$ cat config.mk
export PLATFORM = sky130hd
export DESIGN_NAME = id_stage
export DESIGN_NICKNAME = d
export VERILOG_FILES = /design/src/hw/id_pkg.sv /design/src/hw/dec_if.sv /design/src/hw/instr_decoder.sv /design/src/hw/illegal_check.sv /design/src/hw/bypass_ctrl.sv /design/src/hw/operand_select.sv /design/src/hw/id_stage.sv
export VERILOG_INCLUDE_DIRS = /design/src /design/src/hw
export SDC_FILE = /design/constraint.sdc
export NUM_CORES = 1
export LEC_CHECK = 0
export ABC_AREA = 0
export BUFFER_PORTS_ARGS = -buffer_cell sky130_fd_sc_hd__buf_2
export CAP_MARGIN = 20
export CORE_AREA = 5 5 117 119
export CTS_BUF_LIST = sky130_fd_sc_hd__clkbuf_4
export CTS_CLUSTER_SIZE = 25
export DETAILED_ROUTE_END_ITERATION = 8
export DIE_AREA = 0 0 122 124
export HOLD_SLACK_MARGIN = 0.03
export PLACE_DENSITY_LB_ADDON = 0.1
export SYNTH_ARGS = -nofsm -noshare
export SYNTH_HDL_FRONTEND = slang
export SYNTH_HIERARCHICAL = 1
export SYNTH_SLANG_ARGS = --single-unit
$ cat constraint.sdc
create_clock -name clk -period 2.5 [get_ports clk]
set_clock_uncertainty 0.05 [all_clocks]
set_input_delay 0.375 -clock clk [delete_from_list [all_inputs] [get_ports clk]]
set_output_delay 0.375 -clock clk [all_outputs]
set_load 0.02 [all_outputs]
$ cat src/hw/id_settings.svh
`ifndef ID_SETTINGS_SVH
`define ID_SETTINGS_SVH

// Datapath width
`define XLEN 32

// Register file address width, 32 registers
`define REG_AW 5

// M extension, MUL through REMU
`define HAS_MULDIV 1

`endif

$ cat src/hw/id_pkg.sv
`default_nettype none

`include "id_settings.svh"

package id_pkg;

  typedef logic [`XLEN-1:0]   xlen_t;
  typedef logic [31:0]        instr_t;
  typedef logic [`REG_AW-1:0] reg_addr_t;

  //////////////////////////////////////////////////
  // Major opcodes, instr[6:2]
  //////////////////////////////////////////////////
  typedef enum logic [4:0] {
    OPC_LOAD     = 5'b00000,
    OPC_MISC_MEM = 5'b00011,
    OPC_OP_IMM   = 5'b00100,
    OPC_AUIPC    = 5'b00101,
    OPC_STORE    = 5'b01000,
    OPC_OP       = 5'b01100,
    OPC_LUI      = 5'b01101,
    OPC_BRANCH   = 5'b11000,
    OPC_JALR     = 5'b11001,
    OPC_JAL      = 5'b11011,
    OPC_SYSTEM   = 5'b11100
  } opcode_e;

  // Operand A source
  typedef enum logic [1:0] {
    OPA_REG  = 2'd0,
    OPA_PC   = 2'd1,
    OPA_ZERO = 2'd2
  } op_a_sel_e;

  // Operand B source
  typedef enum logic [1:0] {
    OPB_REG  = 2'd0,
    OPB_IMM  = 2'd1,
    OPB_ZIMM = 2'd2  // rs1 field as unsigned imm, CSRxxI
  } op_b_sel_e;

endpackage

`default_nettype wire

$ cat src/hw/dec_if.sv
`default_nettype none

interface dec_if import id_pkg::*; ();

  opcode_e   opcode;
  reg_addr_t rs1;
  reg_addr_t rs2;
  reg_addr_t rd;
  logic      uses_rs1;   // Already false for x0
  logic      uses_rs2;
  logic      writes_rd;  // Already false for x0
  op_a_sel_e op_a_sel;
  op_b_sel_e op_b_sel;
  xlen_t     imm;

  modport producer (output opcode, rs1, rs2, rd, uses_rs1, uses_rs2, writes_rd,
                    output op_a_sel, op_b_sel, imm);
  modport consumer (input  opcode, rs1, rs2, rd, uses_rs1, uses_rs2, writes_rd,
                    input  op_a_sel, op_b_sel, imm);

endinterface

`default_nettype wire

$ cat src/hw/instr_decoder.sv
`default_nettype none

module instr_decoder import id_pkg::*; (
  input  instr_t    instr,
  dec_if.producer   dec,
  output reg_addr_t rs1_addr,
  output reg_addr_t rs2_addr
);

  xlen_t imm_i;
  xlen_t imm_s;
  xlen_t imm_b;
  xlen_t imm_u;
  xlen_t imm_j;
  logic  use_a;
  logic  use_b;
  logic  wr;

  assign dec.opcode = opcode_e'(instr[6:2]);
  assign dec.rs1    = instr[19:15];
  assign dec.rs2    = instr[24:20];
  assign dec.rd     = instr[11:7];

  assign rs1_addr = dec.rs1;  // Register file reads in this cycle
  assign rs2_addr = dec.rs2;

  //////////////////////////////////////////////////
  // Immediates, all sign extended from instr[31]
  //////////////////////////////////////////////////
  assign imm_i = xlen_t'($signed(instr[31:20]));
  assign imm_s = xlen_t'($signed({instr[31:25], instr[11:7]}));
  assign imm_b = xlen_t'($signed({instr[31], instr[7], instr[30:25], instr[11:8], 1'b0}));
  assign imm_u = xlen_t'($signed({instr[31:12], 12'b0}));
  assign imm_j = xlen_t'($signed({instr[31], instr[19:12], instr[20], instr[30:21], 1'b0}));

  // Format, operand sources and register usage per opcode
  always_comb begin
    use_a        = 1'b1;
    use_b        = 1'b0;
    wr           = 1'b1;
    dec.op_a_sel = OPA_REG;
    dec.op_b_sel = OPB_IMM;
    dec.imm      = imm_i;  // I-type unless overridden
    case (dec.opcode)
      OPC_LOAD, OPC_OP_IMM, OPC_JALR: ;
      OPC_OP: begin
        use_b        = 1'b1;
        dec.op_b_sel = OPB_REG;
      end
      OPC_BRANCH: begin
        use_b        = 1'b1;
        wr           = 1'b0;
        dec.op_b_sel = OPB_REG;
        dec.imm      = imm_b;  // Target offset goes on id_imm
      end
      OPC_STORE: begin
        use_b        = 1'b1;
        wr           = 1'b0;
        dec.op_b_sel = OPB_REG;  // Store data
        dec.imm      = imm_s;
      end
      OPC_LUI: begin
        use_a        = 1'b0;
        dec.op_a_sel = OPA_ZERO;
        dec.imm      = imm_u;
      end
      OPC_AUIPC: begin
        use_a        = 1'b0;
        dec.op_a_sel = OPA_PC;
        dec.imm      = imm_u;
      end
      OPC_JAL: begin
        use_a        = 1'b0;
        dec.op_a_sel = OPA_PC;
        dec.imm      = imm_j;
      end
      OPC_SYSTEM: dec.op_b_sel = OPB_ZIMM;
      default: begin  // FENCE and unknown opcodes
        use_a = 1'b0;
        wr    = 1'b0;
      end
    endcase
  end

  // x0 never creates a dependency
  assign dec.uses_rs1  = use_a & (|dec.rs1);
  assign dec.uses_rs2  = use_b & (|dec.rs2);
  assign dec.writes_rd = wr & (|dec.rd);

endmodule

`default_nettype wire

$ cat src/hw/illegal_check.sv
`default_nettype none

`include "id_settings.svh"

module illegal_check import id_pkg::*; (
  input  logic   clk,
  input  logic   rst_n,
  input  instr_t instr,
  input  logic   hold,
  output logic   id_illegal
);

  localparam bit has_muldiv = (`HAS_MULDIV != 0);

  logic [6:0] funct7;
  logic [2:0] funct3;
  opcode_e    opcode;
  logic       illegal;

  assign funct7 = instr[31:25];
  assign funct3 = instr[14:12];
  assign opcode = opcode_e'(instr[6:2]);

  always_comb begin
    illegal = 1'b1;  // Anything not listed below
    case (opcode)
      OPC_LUI, OPC_AUIPC, OPC_JAL: illegal = 1'b0;
      OPC_JALR:     illegal = (funct3 != 3'b000);
      OPC_BRANCH:   illegal = (funct3 == 3'b010) || (funct3 == 3'b011);
      OPC_LOAD:     illegal = (funct3 == 3'b011) || (funct3[2:1] == 2'b11);
      OPC_STORE:    illegal = (funct3 > 3'b010);
      OPC_MISC_MEM: illegal = (funct3[2:1] != 2'b00);  // FENCE, FENCE.I
      OPC_OP_IMM: begin
        case (funct3)
          3'b001:  illegal = (funct7 != 7'b0000000);  // SLLI, shamt[5] set too
          3'b101:  illegal = (funct7 != 7'b0000000) && (funct7 != 7'b0100000);
          default: illegal = 1'b0;
        endcase
      end
      OPC_OP: begin
        case (funct7)
          7'b0000000: illegal = 1'b0;
          7'b0100000: illegal = (funct3 != 3'b000) && (funct3 != 3'b101);  // SUB, SRA
          7'b0000001: illegal = !has_muldiv;  // MUL .. REMU
          default:    illegal = 1'b1;
        endcase
      end
      OPC_SYSTEM: begin
        if (funct3 == 3'b000)  // Only ECALL and EBREAK
          illegal = (instr[31:21] != 11'd0) || (instr[19:7] != 13'd0);
        else
          illegal = (funct3 == 3'b100);  // CSR forms by encoding only
      end
      default: illegal = 1'b1;
    endcase
    if (instr[1:0] != 2'b11)  // No compressed support
      illegal = 1'b1;
  end

  always_ff @(posedge clk or negedge rst_n) begin
    if (!rst_n)
      id_illegal <= 1'b0;
    else if (!hold)
      id_illegal <= illegal;
  end

endmodule

`default_nettype wire

$ cat src/hw/bypass_ctrl.sv
`default_nettype none

module bypass_ctrl import id_pkg::*; (
  input  logic      clk,
  input  logic      rst_n,
  input  logic      hold,
  dec_if.consumer   dec,
  input  logic      id_valid,
  input  reg_addr_t ex_rd,
  input  logic      ex_wr,
  input  reg_addr_t wb_rd,
  input  logic      wb_wr,
  output reg_addr_t id_rd,
  output logic      id_use_rf_a,
  output logic      id_use_rf_b,
  output logic      id_byp_ex_a,
  output logic      id_byp_ex_b,
  output logic      id_byp_wb_a,
  output logic      id_byp_wb_b
);

  logic id_wr;  // writes_rd of the instruction now on the outputs

  //////////////////////////////////////////////////
  // Forwarding flags, registered with the instr
  //////////////////////////////////////////////////
  always_ff @(posedge clk or negedge rst_n) begin
    if (!rst_n) begin
      id_wr       <= 1'b0;
      id_use_rf_a <= 1'b0;
      id_use_rf_b <= 1'b0;
      id_byp_ex_a <= 1'b0;
      id_byp_ex_b <= 1'b0;
      id_byp_wb_a <= 1'b0;
      id_byp_wb_b <= 1'b0;
    end else if (!hold) begin
      id_wr       <= dec.writes_rd;
      // Result still in execute next cycle
      id_byp_ex_a <= dec.uses_rs1 & id_valid & id_wr & (dec.rs1 == id_rd);
      id_byp_ex_b <= dec.uses_rs2 & id_valid & id_wr & (dec.rs2 == id_rd);
      id_byp_wb_a <= dec.uses_rs1 & ex_wr & (dec.rs1 == ex_rd);
      id_byp_wb_b <= dec.uses_rs2 & ex_wr & (dec.rs2 == ex_rd);
      // Register file value is stale while writeback targets it
      id_use_rf_a <= dec.uses_rs1 & ~(wb_wr & (dec.rs1 == wb_rd));
      id_use_rf_b <= dec.uses_rs2 & ~(wb_wr & (dec.rs2 == wb_rd));
    end
  end

  always_ff @(posedge clk) begin
    if (!hold)
      id_rd <= dec.rd;
  end

endmodule

`default_nettype wire

$ cat src/hw/operand_select.sv
`default_nettype none

module operand_select import id_pkg::*; (
  input  logic    clk,
  input  logic    rst_n,
  input  logic    in_valid,
  input  xlen_t   in_pc,
  input  logic    hold,
  input  logic    flush,
  input  xlen_t   rs1_data,
  input  xlen_t   rs2_data,
  dec_if.consumer dec,
  output logic    id_valid,
  output xlen_t   id_pc,
  output xlen_t   id_op_a,
  output xlen_t   id_op_b,
  output xlen_t   id_imm
);

  xlen_t op_a;
  xlen_t op_b;

  always_comb begin
    case (dec.op_a_sel)
      OPA_PC:   op_a = in_pc;
      OPA_ZERO: op_a = '0;
      default:  op_a = rs1_data;
    endcase
    case (dec.op_b_sel)
      OPB_IMM:  op_b = dec.imm;
      OPB_ZIMM: op_b = xlen_t'(dec.rs1);  // Zero extended
      default:  op_b = rs2_data;
    endcase
  end

  // Flush wins over hold
  always_ff @(posedge clk or negedge rst_n) begin
    if (!rst_n)
      id_valid <= 1'b0;
    else if (flush)
      id_valid <= 1'b0;
    else if (!hold)
      id_valid <= in_valid;
  end

  always_ff @(posedge clk) begin
    if (!hold) begin
      id_pc   <= in_pc;
      id_op_a <= op_a;
      id_op_b <= op_b;
      id_imm  <= dec.imm;
    end
  end

endmodule

`default_nettype wire

$ cat src/hw/id_stage.sv
`default_nettype none

module id_stage import id_pkg::*; (
  input  logic      clk,
  input  logic      rst_n,
  input  logic      in_valid,
  input  instr_t    in_instr,
  input  xlen_t     in_pc,
  input  logic      hold,
  input  logic      flush,

  // Register file
  output reg_addr_t rs1_addr,
  output reg_addr_t rs2_addr,
  input  xlen_t     rs1_data,
  input  xlen_t     rs2_data,

  // Destinations of later stages
  input  reg_addr_t ex_rd,
  input  logic      ex_wr,
  input  reg_addr_t wb_rd,
  input  logic      wb_wr,

  // To execute
  output logic      id_valid,
  output xlen_t     id_pc,
  output xlen_t     id_op_a,
  output xlen_t     id_op_b,
  output xlen_t     id_imm,
  output reg_addr_t id_rd,
  output logic      id_illegal,
  output logic      id_use_rf_a,
  output logic      id_use_rf_b,
  output logic      id_byp_ex_a,
  output logic      id_byp_ex_b,
  output logic      id_byp_wb_a,
  output logic      id_byp_wb_b
);

  dec_if dec ();

  instr_decoder u_decoder (
    .instr    (in_instr),
    .dec      (dec),
    .rs1_addr (rs1_addr),
    .rs2_addr (rs2_addr)
  );

  illegal_check u_illegal (
    .clk        (clk),
    .rst_n      (rst_n),
    .instr      (in_instr),
    .hold       (hold),
    .id_illegal (id_illegal)
  );

  bypass_ctrl u_bypass (
    .clk         (clk),
    .rst_n       (rst_n),
    .hold        (hold),
    .dec         (dec),
    .id_valid    (id_valid),  // Gates forwarding from the instr in execute
    .ex_rd       (ex_rd),
    .ex_wr       (ex_wr),
    .wb_rd       (wb_rd),
    .wb_wr       (wb_wr),
    .id_rd       (id_rd),
    .id_use_rf_a (id_use_rf_a),
    .id_use_rf_b (id_use_rf_b),
    .id_byp_ex_a (id_byp_ex_a),
    .id_byp_ex_b (id_byp_ex_b),
    .id_byp_wb_a (id_byp_wb_a),
    .id_byp_wb_b (id_byp_wb_b)
  );

  operand_select u_operands (
    .clk      (clk),
    .rst_n    (rst_n),
    .in_valid (in_valid),
    .in_pc    (in_pc),
    .hold     (hold),
    .flush    (flush),
    .rs1_data (rs1_data),
    .rs2_data (rs2_data),
    .dec      (dec),
    .id_valid (id_valid),
    .id_pc    (id_pc),
    .id_op_a  (id_op_a),
    .id_op_b  (id_op_b),
    .id_imm   (id_imm)
  );

endmodule

`default_nettype wire

==> results.txt <==
- Status: complete, no violations
* Capture point of the worst reg-to-reg path: u_bypass/id_byp_ex_b
- For this block, the routed nets add up to 20300 microns of wire.
* Area grow syn2layout: 35.3%
* Number of clock sinks seen by CTS: 142
* Number of cells traversed by the worst register-to-register path: 3
- Worst setup path startpoint: in_instr[3]
- Data arrives at the worst endpoint at 2.17 ns.
* Rel. slew slack: 54.6%
* TritonRoute pass-1 iters: 4
- In this run the power density over the cells is 629 nW/um^2.
- Using the TritonRoute via totals, the vias-per-cell ratio works out to 5.39.
* Crit-path max FO: 31
* First-iteration detailed-routing DRC count: 426
- Required arrival time at the worst endpoint: 2.85 ns
* CTS tree: done
- Antenna violations before repair: 2
- The number of max-slew violations in the final report came to 0.
- Area of the core: 12500 sq um
- The number of failing hold endpoints at the final stage was 0.
* Aggregate global-route resource usage: 25.9%
- The congestion estimate from routability-driven global placement came to 0.835.
* Startpoint-to-endpoint class of the critical path: primary input to flip-flop
- The longest clock path from root to sink contains 2 buffers.
- Peak supply drop: 0.396 mV
- Starting density of the core: 52.0%
- The HPWL after detailed placement is 14400 microns.
- Start of the worst register-to-register path: u_bypass/id_rd[4]
- Max-capacitance violation count: 0
- DRT antenna net count: 0
- 296 I/O pins were placed.
- Routed via count: 5256
* Post-Place Worst Slack: 0.185 ns
* Critical Path End Type: flip-flop
- Buffers inserted during post-CTS setup optimization: 0
* Setup slack of the most critical reg-to-reg path: 1.21 ns
* Largest net degree at the start of global routing: 129
* Maximum level of the CTS H-tree: 4
- Root Buffer Master: clkbuf_4
* Final Setup Violations: 0
- Unrepaired setup endpoints after global routing: no
- STA classifies the critical path startpoint as a primary input.
* Number of global-route vias before repair: 5303
- Of the cells placed in the final design, the portion with a size suffix greater than 1 is 43.3%.
* Clock transition at path regs: 0.12 ns
* Average footprint of a synthesized cell: 14.1 sq um
* Gate count after technology mapping: 460
- The die is 122 microns wide.
- Yosys warns: 6
- Remaining routing DRC violations: 0
- Summed over all layers, the global routing overflow is 0.
- Wire length of the first global-routing pass: 29100 microns
* Setup slack after layout: 0.680 ns
- In this run the static leakage power is 3.86 nW.
* Fmax: 549 MHz
- Number of fill cells in the layout: 938
- Final Total Pwr: 5.51 mW
- The most critical setup path has its endpoint at u_operands/id_op_a[10].
* Path class of the lowest-slack min-delay path: primary input to flip-flop
* Die Height: 124 microns
- Actual transition at the worst max-transition pin: 0.680 ns
* Number of nets produced by synthesis: 608
* Share of the cycle needed by the critical path after routing: 72.8%
* Final layout net count: 937
- After synthesis the cells add up to 6480 sq um.
* Time the worst path needs with I/O delays and setup: 1.82 ns
- The die covers 15100 sq um.
- Number of buffers added by the clock tree synthesis step: 17
- Count of input and output buffers: 295
- For the worst-skew pair, the clock arrives at the later sink with an insertion delay of 0.54 ns.
- After floorplanning, the core was divided into 41 placement rows.
- In the final routed layout, each cell accounts on average for 20.8 microns.
==> through the flow <==
| stage | hold slack [ns] | util (%) | TNS [ns] | std cells | area [sq um] |
|---|---|---|---|---|---|
| final | 0.0835 | 70.3 | 0 | 975 | 8760 |
| after floorplan | 0.0294 | - | -19.93 | 460 | 6480 |
| after detailed placement | 0.199 | 64.1 | 0 | 893 | 7990 |
| after global routing | 0.0319 | 70.3 | 0 | 975 | 8760 |
| after CTS | 0.0332 | 70.1 | 0 | 971 | 8740 |
| after global placement | 0.195 | 64.1 | 0 | 893 | 7990 |
==> how the worst min path moves through the flow <==
stage	depth (start not counted)	start	slack (ns)	end
after CTS	2	rs1_data[22]	0.03	u_operands/id_op_a[22]
after detailed placement	1	rst_n	0.20	u_illegal/id_illegal
after floorplan	0	rst_n	0.03	u_bypass/id_byp_ex_a
after global routing	2	rs2_data[26]	0.03	u_operands/id_op_b[26]
after global placement	1	rst_n	0.20	u_illegal/id_illegal
final	2	rs2_data[28]	0.08	u_operands/id_op_b[28]
==> per-layer routing <==
layer  global-route usage (%)  up-vias  share of wire [%]
met4                     10.7        0                2.3
met2                     45.4      291                 52
met5                        0        -                  0
met3                     7.86       34                9.0
li1                         -     2415                  -
met1                     29.7     2516                 37
==> registers in the layout (all words and copies together), names as in the netlist <==
| name | flops |
|---|---|
| u_illegal/id_illegal | 1 |
| u_bypass/id_byp_wb_b | 1 |
| u_operands/id_pc | 32 |
| u_operands/id_op_b | 32 |
| u_bypass/id_byp_ex_b | 1 |
| u_bypass/id_byp_wb_a | 1 |
| u_bypass/id_use_rf_b | 1 |
| u_operands/id_valid | 1 |
| u_bypass/id_rd | 5 |
| u_bypass/id_use_rf_a | 1 |
| u_operands/id_imm | 32 |
| u_bypass/id_byp_ex_a | 1 |
| u_bypass/id_wr | 1 |
| u_operands/id_op_a | 32 |
==> report_power, final <==
| part | internal [mW] | switching [mW] | total [mW] |
|---|---|---|---|
| Clock | 0.672 | 0.814 | 1.49 |
| Sequential | 2.84 | 0.0646 | 2.91 |
| Combinational | 0.431 | 0.691 | 1.12 |
==> worst max-delay path, stage by stage <==
cell and delay, ns:
buf_2 0.16, or3b_4 0.44, o21ai_0 0.17, and2_1 0.17, ha_1 0.28, nor2b_2 0.17
buf_12 0.20, a22o_1 0.18
==> cell type report <==
type                            count  area, sq um  area share, %
Inverter                           10         41.3          0.471
Tap cell                          172          215           2.46
Antenna cell                        2         5.00         0.0571
Timing Repair Buffer              359         2120           24.2
Clock inverter                     14          149           1.70
Multi-Input combinational cell    259         1890           21.6
Clock buffer                       17          128           1.46
Sequential cell                   142         4220           48.1
==> timing repair <==
action	in CTS	in global routing
endpoints found under the hold margin	54	2
gates resized for setup	0	0
hold buffers	47	2
==> placed cells by master, fill, tap and decap left out, types with 4 or more instances in the layout <==
cell / n
buf_2: 295
edfxtp_1: 133
a22o_1: 61
dlygate4sd3_1: 49
nand2_1: 37
xor2_1: 29
clkbuf_4: 17
nor4_1: 13
nor2_1: 13
buf_4: 12
inv_1: 9
nor2b_1: 9
dfrtp_1: 9
a21o_1: 9
o21ai_1: 7
clkinv_1: 6
nand2b_1: 5
a22oi_1: 5
nand3b_1: 4
a32o_1: 4
o21ai_0: 4
nor3_1: 4
a21oi_1: 4
No activity file was read; power rests on OpenSTA's default activity.
